`src/source/msx_upload_pkg.sv`:
```
package msx_upload_pkg;

   // Kind of a configuration table entry
   typedef enum logic [2:0] {
      config_none,
      config_ram,
      config_bios,
      config_fdc,
      config_kbd_layout
   } config_typ_e;

   // Slot and subslot kind
   typedef enum logic [2:0] {
      slot_typ_empty,
      slot_typ_rom,
      slot_typ_ram,
      slot_typ_msx2_ram,
      slot_typ_mapper
   } slot_typ_e;

   typedef enum logic [1:0] {
      block_typ_ram,
      block_typ_rom,
      block_typ_fdc
   } block_typ_e;

   typedef struct packed {
      config_typ_e typ;
      logic [1:0]  slot;
      logic [1:0]  sub_slot;
      logic [1:0]  start_block;     // First 16 KB page
      logic [3:0]  block_id;
      logic [7:0]  block_count;     // In 16 KB blocks
      logic [27:0] store_address;   // Image location in DDR3
   } config_t;

   typedef struct packed {
      logic [3:0] block_id;
      logic [1:0] offset;   // Block index within the image
      logic       init;
   } page_t;

   typedef struct packed {
      slot_typ_e   typ;
      page_t [3:0] page;
   } subslot_t;

   typedef struct packed {
      slot_typ_e      typ;
      subslot_t [3:0] subslot;
   } slot_t;

   typedef slot_t [3:0] slot_map_t;

   typedef struct packed {
      block_typ_e  typ;
      logic [7:0]  block_count;
      logic [24:0] mem_offset;   // SDRAM byte address
   } mem_block_t;

   // Work order for the copier
   typedef struct packed {
      logic [27:0] src_addr;
      logic [7:0]  block_count;
      logic        fill;     // Write FF, no DDR3 reads
      logic        to_kbd;
   } copy_job_t;

   localparam int kbd_layout_bytes = 512;
   localparam logic [7:0] ram_fill_byte = 8'hff;

endpackage

```
`src/source/config_sequencer.sv`:
```
`timescale 1ns/1ps

module config_sequencer #(
   parameter int max_config = 16
) (
   input  logic                                     clk,
   input  logic                                     arst_n,
   input  logic                                     update_request,
   input  logic [1:0]                               msx_type,
   input  msx_upload_pkg::config_t [max_config-1:0] msx_config,
   input  logic                                     ddr3_ready,
   input  logic                                     clear_done,
   input  logic                                     copy_done,
   output logic                                     update_ack,
   output logic                                     busy,
   output logic                                     clear_start,
   output logic                                     fill_valid,
   output msx_upload_pkg::config_t                  fill_entry,
   output msx_upload_pkg::slot_typ_e                fill_slot_typ,
   output logic                                     copy_start,
   output msx_upload_pkg::copy_job_t                copy_job,
   output logic                                     copy_rewind
);

   localparam int cnt_w = (max_config > 1) ? $clog2(max_config) : 1;

   typedef enum logic [2:0] {
      st_idle,
      st_clear,
      st_fill,
      st_copy,
      st_next
   } state_e;

   state_e           state;
   logic [cnt_w-1:0] config_cnt;
   logic             is_mem;   // Entry goes to SDRAM and the map
   logic             is_kbd;

   assign fill_entry = msx_config[config_cnt];

   assign is_mem = fill_entry.typ == msx_upload_pkg::config_ram ||
                   fill_entry.typ == msx_upload_pkg::config_bios ||
                   fill_entry.typ == msx_upload_pkg::config_fdc;
   assign is_kbd = fill_entry.typ == msx_upload_pkg::config_kbd_layout;

   always_comb begin
      case (fill_entry.typ)
         msx_upload_pkg::config_bios,
         msx_upload_pkg::config_fdc: fill_slot_typ = msx_upload_pkg::slot_typ_rom;
         default: begin
            // MSX1 plain RAM, anything newer gets the MSX2 variant
            fill_slot_typ = (msx_type == 2'd0) ? msx_upload_pkg::slot_typ_ram :
                                                 msx_upload_pkg::slot_typ_msx2_ram;
         end
      endcase
   end

   always_comb begin
      copy_job.src_addr    = fill_entry.store_address;
      copy_job.block_count = fill_entry.block_count;
      copy_job.fill        = fill_entry.typ == msx_upload_pkg::config_ram;
      copy_job.to_kbd      = is_kbd;
   end

   // DDR3 must be free before a job is handed over
   assign fill_valid = state == st_fill && is_mem && ddr3_ready;
   assign copy_start = state == st_fill && (is_mem || is_kbd) && ddr3_ready;
   assign busy       = state != st_idle;

   always_ff @(posedge clk or negedge arst_n) begin
      if (!arst_n) begin
         state       <= st_idle;
         config_cnt  <= '0;
         update_ack  <= 1'b0;
         clear_start <= 1'b0;
         copy_rewind <= 1'b0;
      end else begin
         clear_start <= 1'b0;
         copy_rewind <= 1'b0;
         case (state)
            st_idle: begin
               update_ack <= update_request;
               if (update_request) begin
                  config_cnt  <= '0;
                  clear_start <= 1'b1;
                  copy_rewind <= 1'b1;   // SDRAM image starts over at 0
                  state       <= st_clear;
               end
            end
            st_clear: begin
               if (clear_done) state <= st_fill;
            end
            st_fill: begin
               if (copy_start) begin
                  state <= st_copy;
               end else if (!is_mem && !is_kbd) begin
                  state <= st_next;   // Unused entry
               end
            end
            st_copy: begin
               if (copy_done) state <= st_next;
            end
            st_next: begin
               if (config_cnt == cnt_w'(max_config - 1)) begin
                  state <= st_idle;
               end else begin
                  config_cnt <= config_cnt + 1'b1;
                  state      <= st_fill;
               end
            end
            default: state <= st_idle;
         endcase
      end
   end

   // Empty jobs would leave the copier counting through the whole range
   a_copy_nonempty: assert property (@(posedge clk) disable iff (!arst_n)
      copy_start |-> (copy_job.block_count != 8'd0 || copy_job.to_kbd))
      else $error("copy job started with zero block_count");

endmodule

```
`src/source/memory_map.sv`:
```
`timescale 1ns/1ps

module memory_map #(
   parameter int max_mem_block = 16
) (
   input  logic                                           clk,
   input  logic                                           arst_n,
   input  logic                                           clear_start,
   input  logic                                           fill_valid,
   input  msx_upload_pkg::config_t                        fill_entry,
   input  msx_upload_pkg::slot_typ_e                      fill_slot_typ,
   input  logic [24:0]                                    sdram_addr,
   output logic                                           clear_done,
   output msx_upload_pkg::slot_map_t                      slot_map,
   output msx_upload_pkg::mem_block_t [max_mem_block-1:0] mem_blocks
);

   logic                       clearing;
   logic [5:0]                 clear_idx;   // Slot, subslot, page
   logic [1:0]                 fill_slot;
   logic [1:0]                 fill_sub;
   msx_upload_pkg::block_typ_e fill_block_typ;

   assign fill_slot = fill_entry.slot;
   assign fill_sub  = fill_entry.sub_slot;

   always_comb begin
      case (fill_entry.typ)
         msx_upload_pkg::config_ram: fill_block_typ = msx_upload_pkg::block_typ_ram;
         msx_upload_pkg::config_fdc: fill_block_typ = msx_upload_pkg::block_typ_fdc;
         default:                    fill_block_typ = msx_upload_pkg::block_typ_rom;
      endcase
   end

   always_ff @(posedge clk or negedge arst_n) begin
      if (!arst_n) begin
         clearing   <= 1'b0;
         clear_idx  <= '0;
         clear_done <= 1'b0;
         slot_map   <= '0;
         mem_blocks <= '0;
      end else begin
         clear_done <= 1'b0;

         if (clear_start) begin
            clearing  <= 1'b1;
            clear_idx <= '0;
         end else if (clearing) begin
            // One page per cycle
            slot_map[clear_idx[5:4]].typ <= msx_upload_pkg::slot_typ_empty;
            slot_map[clear_idx[5:4]].subslot[clear_idx[3:2]].page[clear_idx[1:0]].init <= 1'b0;
            clear_idx <= clear_idx + 6'd1;
            if (&clear_idx) begin
               clearing   <= 1'b0;
               clear_done <= 1'b1;
            end
         end

         if (fill_valid) begin
            if (slot_map[fill_slot].typ == msx_upload_pkg::slot_typ_empty) begin
               slot_map[fill_slot].typ <= fill_slot_typ;
            end
            if (fill_sub != 2'd0) begin
               slot_map[fill_slot].typ <= msx_upload_pkg::slot_typ_mapper;   // Expanded slot
            end
            slot_map[fill_slot].subslot[fill_sub].typ <= fill_slot_typ;

            // Pages from start_block on, as far as the image reaches
            for (int p = 0; p < 4; p++) begin
               if (p >= int'(fill_entry.start_block) &&
                   p - int'(fill_entry.start_block) < int'(fill_entry.block_count)) begin
                  slot_map[fill_slot].subslot[fill_sub].page[p].block_id <= fill_entry.block_id;
                  slot_map[fill_slot].subslot[fill_sub].page[p].offset <=
                     2'(p - int'(fill_entry.start_block));
                  slot_map[fill_slot].subslot[fill_sub].page[p].init <= 1'b1;
               end
            end

            mem_blocks[fill_entry.block_id].typ         <= fill_block_typ;
            mem_blocks[fill_entry.block_id].block_count <= fill_entry.block_count;
            mem_blocks[fill_entry.block_id].mem_offset  <= sdram_addr;
         end
      end
   end

   a_block_id_range: assert property (@(posedge clk) disable iff (!arst_n)
      fill_valid |-> int'(fill_entry.block_id) < max_mem_block)
      else $error("block_id %0d outside the block table", fill_entry.block_id);

endmodule

```
`src/source/block_copier.sv`:
```
`timescale 1ns/1ps

module block_copier #(
   parameter int block_log2 = 14
) (
   input  logic                      clk,
   input  logic                      arst_n,
   input  logic                      copy_start,
   input  msx_upload_pkg::copy_job_t copy_job,
   input  logic                      copy_rewind,
   input  logic                      ddr3_ready,
   input  logic [7:0]                ddr3_dout,
   input  logic                      sdram_ready,
   output logic                      copy_done,
   output logic [27:0]               ddr3_addr,
   output logic                      ddr3_rd,
   output logic [24:0]               sdram_addr,
   output logic [7:0]                sdram_din,
   output logic                      sdram_we,
   output logic [9:0]                kbd_addr,
   output logic [7:0]                kbd_din,
   output logic                      kbd_we
);

   // Wide enough for a full job and for a keyboard layout
   localparam int cnt_w = (8 + block_log2 > 10) ? 8 + block_log2 : 10;

   typedef enum logic [2:0] {
      c_idle,
      c_read,
      c_wait_low,
      c_wait_high,
      c_write
   } state_e;

   state_e                    state;
   msx_upload_pkg::copy_job_t job;
   logic [cnt_w-1:0]          byte_idx;
   logic [cnt_w-1:0]          byte_last;
   logic [7:0]                data_q;
   logic                      write_ok;

   assign ddr3_addr = job.src_addr + 28'(byte_idx);
   assign ddr3_rd   = state == c_read && ddr3_ready;

   // Keyboard RAM never stalls
   assign write_ok = state == c_write && (job.to_kbd || sdram_ready);
   assign sdram_we = write_ok && !job.to_kbd;
   assign kbd_we   = write_ok && job.to_kbd;

   assign sdram_din = data_q;
   assign kbd_din   = data_q;

   always_ff @(posedge clk or negedge arst_n) begin
      if (!arst_n) begin
         state      <= c_idle;
         job        <= '0;
         byte_idx   <= '0;
         byte_last  <= '0;
         sdram_addr <= '0;
         kbd_addr   <= '0;
         copy_done  <= 1'b0;
      end else begin
         copy_done <= 1'b0;
         if (copy_rewind) sdram_addr <= '0;

         case (state)
            c_idle: begin
               if (copy_start) begin
                  job      <= copy_job;
                  byte_idx <= '0;
                  kbd_addr <= '0;
                  if (copy_job.to_kbd) begin
                     byte_last <= cnt_w'(msx_upload_pkg::kbd_layout_bytes - 1);
                  end else begin
                     byte_last <= (cnt_w'(copy_job.block_count) << block_log2) - cnt_w'(1);
                  end
                  state <= copy_job.fill ? c_write : c_read;
               end
            end
            c_read: begin
               if (ddr3_ready) state <= c_wait_low;   // Read pulse this cycle
            end
            c_wait_low: begin
               if (!ddr3_ready) state <= c_wait_high;
            end
            c_wait_high: begin
               if (ddr3_ready) state <= c_write;   // Data latched on this edge
            end
            c_write: begin
               if (write_ok) begin
                  if (job.to_kbd) begin
                     kbd_addr <= kbd_addr + 10'd1;
                  end else begin
                     sdram_addr <= sdram_addr + 25'd1;
                  end
                  byte_idx <= byte_idx + 1'b1;
                  if (byte_idx == byte_last) begin
                     copy_done <= 1'b1;
                     state     <= c_idle;
                  end else if (!job.fill) begin
                     state <= c_read;
                  end
               end
            end
            default: state <= c_idle;
         endcase
      end
   end

   // Byte in flight
   always_ff @(posedge clk) begin
      if (state == c_idle && copy_start) begin
         data_q <= msx_upload_pkg::ram_fill_byte;
      end else if (state == c_wait_high && ddr3_ready) begin
         data_q <= ddr3_dout;
      end
   end

   // Keyboard address and byte index step together
   a_kbd_addr_tracks: assert property (@(posedge clk) disable iff (!arst_n)
      kbd_we |-> cnt_w'(kbd_addr) == byte_idx)
      else $error("kbd_addr out of step with the byte index");

   a_fill_data: assert property (@(posedge clk) disable iff (!arst_n)
      sdram_we && job.fill |-> sdram_din == msx_upload_pkg::ram_fill_byte)
      else $error("RAM fill wrote a byte other than the fill value");

endmodule

```
`src/source/upload_ctrl.sv`:
```
`timescale 1ns/1ps

module upload_ctrl #(
   parameter int max_config    = 16,
   parameter int max_mem_block = 16,
   parameter int block_log2    = 14
) (
   input  logic                                           clk,
   input  logic                                           arst_n,
   input  logic                                           update_request,
   input  logic [1:0]                                     msx_type,
   input  msx_upload_pkg::config_t [max_config-1:0]       msx_config,
   input  logic                                           ddr3_ready,
   input  logic [7:0]                                     ddr3_dout,
   input  logic                                           sdram_ready,
   output logic                                           update_ack,
   output logic                                           mem_request,
   output logic [27:0]                                    ddr3_addr,
   output logic                                           ddr3_rd,
   output logic [24:0]                                    sdram_addr,
   output logic [7:0]                                     sdram_din,
   output logic                                           sdram_we,
   output logic [9:0]                                     kbd_addr,
   output logic [7:0]                                     kbd_din,
   output logic                                           kbd_we,
   output msx_upload_pkg::slot_map_t                      slot_map,
   output msx_upload_pkg::mem_block_t [max_mem_block-1:0] mem_blocks
);

   logic                      busy;
   logic                      clear_start;
   logic                      clear_done;
   logic                      fill_valid;
   msx_upload_pkg::config_t   fill_entry;
   msx_upload_pkg::slot_typ_e fill_slot_typ;
   logic                      copy_start;
   msx_upload_pkg::copy_job_t copy_job;
   logic                      copy_done;
   logic                      copy_rewind;

   assign mem_request = busy;   // Memories owned for the whole upload

   config_sequencer #(
      .max_config(max_config)
   ) config_sequencer_i (
      .clk           (clk),
      .arst_n        (arst_n),
      .update_request(update_request),
      .msx_type      (msx_type),
      .msx_config    (msx_config),
      .ddr3_ready    (ddr3_ready),
      .clear_done    (clear_done),
      .copy_done     (copy_done),
      .update_ack    (update_ack),
      .busy          (busy),
      .clear_start   (clear_start),
      .fill_valid    (fill_valid),
      .fill_entry    (fill_entry),
      .fill_slot_typ (fill_slot_typ),
      .copy_start    (copy_start),
      .copy_job      (copy_job),
      .copy_rewind   (copy_rewind)
   );

   memory_map #(
      .max_mem_block(max_mem_block)
   ) memory_map_i (
      .clk          (clk),
      .arst_n       (arst_n),
      .clear_start  (clear_start),
      .fill_valid   (fill_valid),
      .fill_entry   (fill_entry),
      .fill_slot_typ(fill_slot_typ),
      .sdram_addr   (sdram_addr),
      .clear_done   (clear_done),
      .slot_map     (slot_map),
      .mem_blocks   (mem_blocks)
   );

   block_copier #(
      .block_log2(block_log2)
   ) block_copier_i (
      .clk        (clk),
      .arst_n     (arst_n),
      .copy_start (copy_start),
      .copy_job   (copy_job),
      .copy_rewind(copy_rewind),
      .ddr3_ready (ddr3_ready),
      .ddr3_dout  (ddr3_dout),
      .sdram_ready(sdram_ready),
      .copy_done  (copy_done),
      .ddr3_addr  (ddr3_addr),
      .ddr3_rd    (ddr3_rd),
      .sdram_addr (sdram_addr),
      .sdram_din  (sdram_din),
      .sdram_we   (sdram_we),
      .kbd_addr   (kbd_addr),
      .kbd_din    (kbd_din),
      .kbd_we     (kbd_we)
   );

endmodule

```
`config.mk`:
```
export PLATFORM = sky130hd
export DESIGN_NAME = upload_ctrl
export DESIGN_NICKNAME = d
export VERILOG_FILES = /design/src/source/msx_upload_pkg.sv /design/src/source/config_sequencer.sv /design/src/source/memory_map.sv /design/src/source/block_copier.sv /design/src/source/upload_ctrl.sv
export SDC_FILE = /design/constraint.sdc
export NUM_CORES = 2
export LEC_CHECK = 0
export BUFFER_PORTS_ARGS = -buffer_cell sky130_fd_sc_hd__buf_4
export CAP_MARGIN = 15
export CORE_AREA = 2 2 751 753
export CTS_CLUSTER_DIAMETER = 50
export DETAILED_ROUTE_END_ITERATION = 8
export DIE_AREA = 0 0 753 755
export GPL_TIMING_DRIVEN = 0
export PLACE_DENSITY = 0.3
export REMOVE_ABC_BUFFERS = 1
export SKIP_CTS_REPAIR_TIMING = 1
export SLEW_MARGIN = 30
export SYNTH_ARGS = -nofsm -noshare
export SYNTH_HDL_FRONTEND = slang
export SYNTH_SLANG_ARGS = --single-unit
```
`constraint.sdc`:
```
create_clock -name clk -period 8.2 [get_ports clk]
set_input_delay 0.82 -clock clk [delete_from_list [all_inputs] [get_ports clk]]
set_output_delay 0.82 -clock clk [all_outputs]
set_load 0.02 [all_outputs]
```
Word level (Yosys, flattened, before mapping) --
Index checks and enable logic that the tools add are counted.
Operators by class: magnitude comparators 20, mux-type cells 153, shifts and indexed selects 0, equal/unequal tests 26, reductions and logical operators 44, divide/modulo/power cells 0, $mul 0, bitwise operators 0, add/subtract/negate cells 11
Operators by type and width (number):
- bitwise mux 508 bit | 17
- 2-to-1 mux 508 bit | 14
- demux 127 bit (select 2 bit) | 16
- 2-to-1 mux 124 bit | 14
- bitwise mux 560 bit | 3
- demux 31 bit (select 2 bit) | 14
- demux 35 bit (select 4 bit) | 3
- 2-to-1 mux 127 bit | 3
- binary-select mux 127 bit (select 2 bit) | 1
- binary-select mux 49 bit (select 4 bit) | 1
- < comparator 32 x 9 -> 1 bit | 4
- 2-to-1 mux 25 bit | 5
- 2-to-1 mux 22 bit | 4
- 2-to-1 mux 28 bit | 2
- 2-to-1 mux 49 bit | 1
- 2-to-1 mux 3 bit | 15
- one-hot mux 22 bit (2 select lines) | 1
- 2-to-1 mux 10 bit | 4
- 2-to-1 mux 35 bit | 1
- 2-to-1 mux 33 bit | 1
- 2-to-1 mux 31 bit | 1
- one-hot mux 3 bit (5 select lines) | 2
- adder 28 x 22 -> 28 bit | 1
- adder 25 x 1 -> 25 bit (second input constant) | 1
- 49 further kinds | 125
Storage, ports and cells: memories kept 0, input port bits 799, bits in latches 0, RAM bits 0, logic and storage cells 531, bits in read-only memories 0, register bits after elaboration 1206

Logic depth before layout (Yosys ltp) --
depth in word-level cells 38, mapped depth 23

Hierarchy --
A second synthesis with hierarchy kept.
Unflattened totals: cell total of the unflattened synthesis 4033, area, all modules 55152.9 µm²
By module, submodules not included:
- memory_map | instances 1, area each 41479.8 µm², cells an instance 2851, seq. area each 26925.8 µm²
- config_sequencer | instances 1, area each 7155.6 µm², cells an instance 409, seq. area each 225.2 µm²
- block_copier | instances 1, area each 6517.5 µm², cells an instance 773, seq. area each 2687.6 µm²

Worst setup path after synthesis --
No wires, ideal clock.
path type register -> register, start point register config_sequencer_i.config_cnt[0], end point register memory_map_i.slot_map[262] (netlist name), setup time 125 ps, setup slack 3085 ps, stages on the path, launching flop included 21, arrival 4990 ps, period minus slack after synthesis 5115 ps, path buffers 8, path through dfrtp_1 > buf_6 > buf_6 > buf_6 > buf_4 > buf_4 > mux4_2 > mux2_2 > o21ai_0 > clkbuf_1 > inv_1 > clkbuf_1 > ha_1 > a21o_1 > a211oi_1 > o21ai_0 > o22a_1 > a21oi_2 > buf_4 > nand2_1 > mux2_2
On the way: word-level cells in the longest chain between the ends 31, elaborated cells between the ends (all ways) 101, classes of those cells add/sub: 4; order compare: 11; eq/ne: 3; mux: 72; reduce/logical: 11
RTL lines:
- from (decl) | line config_sequencer.sv:36 | logic [cnt_w-1:0] config_cnt;
- from (signal assigned) | line config_sequencer.sv:108 | config_cnt <= config_cnt + 1'b1;
- binary-select mux 49 bit (select 4 bit) (*) | line config_sequencer.sv:40 | assign fill_entry = msx_config[config_cnt];
- 2-to-1 mux 49 bit (not written as such) (*) | line config_sequencer.sv:40
- binary-select mux 127 bit (select 2 bit) | line memory_map.sv:60 | if (slot_map[fill_slot].typ == msx_upload_pkg::slot_typ_empty) begin
- 2-to-1 mux 127 bit (not written as such) | line memory_map.sv:60
- zero test 3 bit | line memory_map.sv:60
- 2-to-1 mux 508 bit | line memory_map.sv:60
- 2-to-1 mux 508 bit | line memory_map.sv:59 | if (fill_valid) begin
- bitwise mux 508 bit | line memory_map.sv:64 | slot_map[fill_slot].typ <= msx_upload_pkg::slot_typ_mapper;
- [15 not listed]
- bitwise mux 508 bit | line memory_map.sv:75 | slot_map[fill_slot].subslot[fill_sub].page[p].init <= 1'b1;
- 2-to-1 mux 508 bit | line memory_map.sv:70 | if (p >= int'(fill_entry.start_block) &&
- 2-to-1 mux 508 bit | line memory_map.sv:59
- bitwise mux 508 bit | line memory_map.sv:72 | slot_map[fill_slot].subslot[fill_sub].page[p].block_id <= fill_entry.block_id;
- bitwise mux 508 bit | line memory_map.sv:73 | slot_map[fill_slot].subslot[fill_sub].page[p].offset <=
- bitwise mux 508 bit | line memory_map.sv:75
- 2-to-1 mux 508 bit | line memory_map.sv:70
- 2-to-1 mux 508 bit (*) | line memory_map.sv:59
Mark *: on every way between the ends. The rest lies on a longest branch, timed or not. The select of a mux whose other input is x is not followed. A chain may end at the register's enable or synchronous reset.

Worst setup path after layout --
start point register config_sequencer_i.config_cnt[0], end point register memory_map_i.slot_map[104] (netlist name)
On the way: word-level cells in the longest chain between the ends 31, elaborated cells between the ends (all ways) 101, classes of those cells add/sub: 4; order compare: 11; eq/ne: 3; mux: 72; reduce/logical: 11
RTL lines (line):
- binary-select mux 49 bit (select 4 bit) (*) | config_sequencer.sv:40
- 2-to-1 mux 49 bit (not written as such) (*) | config_sequencer.sv:40
- binary-select mux 127 bit (select 2 bit) | memory_map.sv:60
- 2-to-1 mux 127 bit (not written as such) | memory_map.sv:60
- zero test 3 bit | memory_map.sv:60
- 2-to-1 mux 508 bit | memory_map.sv:60
- 2-to-1 mux 508 bit | memory_map.sv:59
- bitwise mux 508 bit | memory_map.sv:64
- [15 not listed]
- bitwise mux 508 bit | memory_map.sv:75
- 2-to-1 mux 508 bit | memory_map.sv:70
- 2-to-1 mux 508 bit | memory_map.sv:59
- bitwise mux 508 bit | memory_map.sv:72
- bitwise mux 508 bit | memory_map.sv:73
- bitwise mux 508 bit | memory_map.sv:75
- 2-to-1 mux 508 bit | memory_map.sv:70
- 2-to-1 mux 508 bit (*) | memory_map.sv:59
Marks and branches as above.

==> impl_summary.log <==
INFO  metric seq_area_frac_synth = 0.551
INFO  metric placedCellCount = ~13k
INFO  metric fraction_of_final_layout_cells_sized_beyond_drive_strength_1 = 0.638
INFO  metric crit_arrival = 7970 ps
INFO  metric max_freq = between 0.1 and 0.15 GHz
INFO  metric synth-seq-cells = ~1.2k
INFO  metric main_combinational_cell_family_by_area_after_synthesis = multiplexers
INFO  metric worstSetupStartpointType = register
INFO  metric slew_violations = 0
INFO  metric grt_pass1_wl = 498 mm
INFO  metric reg2regPathDepth = 18
INFO  metric io_pins = around 2k
INFO  metric synth_cell_types = between 70 and 80
INFO  metric tritoncts = yes
INFO  metric finalNetCount = approximately 6.6k
INFO  metric timing.final.hold_violations = 0
INFO  metric synth_area_leader = dfrtp_1
INFO  metric whs = roughly 180 ps
INFO  metric worstSkewPairLatency = between 900 and 1000 ps
INFO  metric core.rowCount = around 280
INFO  metric grt_overflow = 0
INFO  metric cp_common_cell = buf_16
INFO  metric critPathCaptureType = register
INFO  metric crit_start = config_sequencer_i.config_cnt[0]
INFO  metric fin_ws = slightly below 1000 ps
INFO  metric critical_path.reg2reg.endpoint = memory_map_i.slot_map[104]
INFO  metric avgRoutedWirePerCell = 28.9 microns
INFO  metric run_status = finished, final reports clean
INFO  metric synth.yosys.warnings = 0
INFO  metric power_per_cell_area = roughly 220 nW/um^2
INFO  metric cp_max_fo = 34
INFO  metric rsz0062_at_grt = false
INFO  metric die_height = around 760 microns
INFO  metric synth-main-ff-cell = dfrtp_1
INFO  metric maxSlewHeadroom = 0.362
INFO  metric finalSetupTns = 0 ps
INFO  metric type_of_the_worst_min_delay_path = in -> reg
INFO  metric cpPeakStageDelay = roughly 750 ps
INFO  metric detailed_place.area = about 80000 sq um
INFO  metric fp.dieArea = ~570000 sq um
INFO  metric grt_max_degree = 117
INFO  metric dr_total_vias = 42.5k
INFO  metric yosys.area_share.simple = 0.0542
INFO  metric syn_area = ~53000 sq um
INFO  metric timing.setup.critical_path_class = reg -> reg
INFO  metric cp-endpoint = memory_map_i.slot_map[104]
INFO  metric synth-edff-count = 0
INFO  metric drt-total-wl = approximately 390 mm
INFO  metric synth-async-reset-ratio = 0.993
INFO  metric syn_avg_cell_area = 14.3 sq um
INFO  metric crit_family = compound AO/OA/AOI/OAI gates
INFO  metric report.power.total = around 19 mW
INFO  metric timing.critical_path.required = roughly 9000 ps
INFO  metric io_buffers = a little under 2k
INFO  metric setup_violations = 0
INFO  metric postLayoutCoreUtil = 0.158
INFO  metric number_of_levels_the_h_tree_was_split_into = 4
INFO  metric syn-instance-count = approximately 3.7k
INFO  metric timing.clock.skew = between 100 and 150 ps
INFO  metric clk_transition_reported_paths = around 50 ps
INFO  metric most_used_cells_in_the_layout_excluding_fill_and_tap_cells = buf_4, dfrtp_1, mux2_2
INFO  metric syn_to_final_growth = 65.4%
INFO  metric first_iter_violations = between 2k and 2.5k
INFO  metric timing.critical_path.buf_inv = 7
INFO  metric worst_slew_pin_tran = between 900 and 1000 ps
INFO  metric worstSetupPathDepth = 18
INFO  metric floorplan.initialDensity = 0.0955
INFO  metric preCtsSetupSlack = approximately 740 ps
INFO  metric cts_max_path_buffers = 4
INFO  metric max_cap_viol_count = 0
INFO  metric grt.total_usage = 0.133
INFO  metric cp_slowest_cell = dfrtp_4
INFO  metric gp_routability_congestion = 0.880
INFO  metric drc = 0
INFO  metric detail-route-antenna-nets = 0
INFO  metric coreArea = between 500000 and 600000 sq um
INFO  metric final_critical_delay_including_setup_and_external_delays = approximately 7000 ps
INFO  metric synth_compound_gate_area_share = 0.0363
INFO  metric tritoncts.num_buffers = about 230
INFO  metric clk_root_buffer_cell = clkbuf_16
INFO  metric detail_route.vias_per_cell = roughly 3.1
INFO  metric crit_path_cell_trace = buf_16, buf_16, buf_16, buf_16, mux4_2, a22oi_1, nand2_4, buf_12, inv_1, ha_1, a21o_1, a21oi_1, o21ai_0, o22a_1, a21oi_4, buf_12, nand2_1, mux2_2
INFO  metric dr.pass1.iters = 7
INFO  metric mostFrequentLayoutCell = buf_4
INFO  metric synthDominantCellAreaShare = 0.548
INFO  metric synthXorXnorAreaFrac = 0.0118
INFO  metric clkSinkCount = 1178
INFO  metric min_period_over_period = 0.879
INFO  metric crit-reg2reg-launch = config_sequencer_i.config_cnt[0]
INFO  metric vdd_drop_max = 0.000191 V
INFO  metric antenna_found_initial = 140
INFO  metric cellLeakagePower = 41.3 nW
INFO  metric place_hpwl = 327 mm
INFO  metric synth_area_leaders = dfrtp_1, mux2_2, mux4_2, nand2_1, o21ai_0
INFO  metric post_layout_nonfiller_instances = approximately 14k
INFO  metric chipWidth = roughly 750 microns
INFO  metric reg2reg_setup_slack = roughly 1000 ps
INFO  metric design_area = 88400 sq um
INFO  metric grt_pass1_vias = between 40k and 50k
INFO  metric synth_fa_ha_area_frac = 0.0123
INFO  metric multiplexer_area_fraction_after_synthesis = 0.306
-- where the power goes --
group          total, mW  internal, mW  switching, mW  leakage, nW
clock               10.1          6.51           3.60         3.99
sequential          6.25          6.01          0.240         15.9
combinational       2.74         0.900           1.84         21.3
-- per-layer routing --
layer | track usage | vias to the layer above | routed length [microns]
met2 | 0.222 | 1930 | 186000
met5 | 0 | - | 270
met1 | 0.162 | 22200 | 160000
met3 | 0.0485 | 416 | 35700
met4 | 0.0287 | 44 | 9120
li1 | - | 17900 | -
-- cells in the mapped netlist, types with 20 or more instances --
cell type and instances:
o21ai_0 136, xor2_1 32, clkbuf_1 158, a22oi_1 20, mux4_2 228, buf_2 52, nand4_1 26, buf_4 44
a21oi_1 54, mux2i_1 23, buf_1 25, mux2_2 957, nand3_1 56, nand2_1 200, nor2_1 116, inv_1 49
xnor2_1 40, ha_1 51, nand2_2 21, dfrtp_1 1170
-- worst min path at each step --
stage | start | slack, ps | endpoint | cells after the start
after floorplan | block_copier_i.byte_last[15] | 470 | block_copier_i.byte_last[15] | 2
after global placement | memory_map_i.mem_blocks[123] | 470 | memory_map_i.mem_blocks[123] | 1
after detailed placement | memory_map_i.mem_blocks[105] | 480 | memory_map_i.mem_blocks[105] | 1
after CTS | arst_n | -300 | memory_map_i.slot_map[493] | 1
after global routing | ddr3_dout[1] | 100 | block_copier_i.kbd_din[1] | 3
final | ddr3_dout[0] | 180 | block_copier_i.kbd_din[0] | 3
-- layout make-up --
cell class | count | area (sq um)
fill | 62100 | 471000
sequential | 1178 | 29500
multi-input combinational | 2248 | 23000
timing repair buffer | 2086 | 18100
tap | 7479 | 9360
clock buffer | 295 | 6400
clock inverter | 132 | 1820
inverter | 49 | 191
antenna | 44 | 110
-- flip-flops by register name, indices dropped and copies added (netlist names) --
| register | count |
|---|---|
| block_copier_i.byte_idx | 22 |
| block_copier_i.byte_last | 10 |
| block_copier_i.copy_done | 1 |
| block_copier_i.job | 30 |
| block_copier_i.kbd_addr | 10 |
| block_copier_i.kbd_din | 8 |
| block_copier_i.sdram_addr | 25 |
| block_copier_i.state | 3 |
| config_sequencer_i.clear_start | 1 |
| config_sequencer_i.config_cnt | 4 |
| config_sequencer_i.state | 3 |
| config_sequencer_i.update_ack | 1 |
| memory_map_i.clear_done | 1 |
| memory_map_i.clear_idx | 6 |
| memory_map_i.clearing | 1 |
| memory_map_i.mem_blocks | 560 |
| memory_map_i.slot_map | 492 |
-- worst reg2reg max path, stage by stage (launching register included) --
cell and delay [ps]:
dfrtp_4 750, buf_16 330, buf_16 320, buf_16 290
buf_16 350, mux4_2 730, a22oi_1 750, nand2_4 210
buf_12 220, inv_1 320, ha_1 310, a21o_1 160
a21oi_1 140, o21ai_0 110, o22a_1 250, a21oi_4 560
buf_12 240, nand2_1 590, mux2_2 510
-- cells by family (layout without fill, tap and decap cells) --
group | Yosys count | count (layout)
mux | 1226 | 1226
fa+ha+maj | 52 | 52
xor+xnor | 72 | 72
flops | 1178 | 1178
buf+inv | 334 | 2562
simple gates | 571 | 571
compound gates | 311 | 311
other cells | 1 | 60
Power figures use the tool's default switching activity.
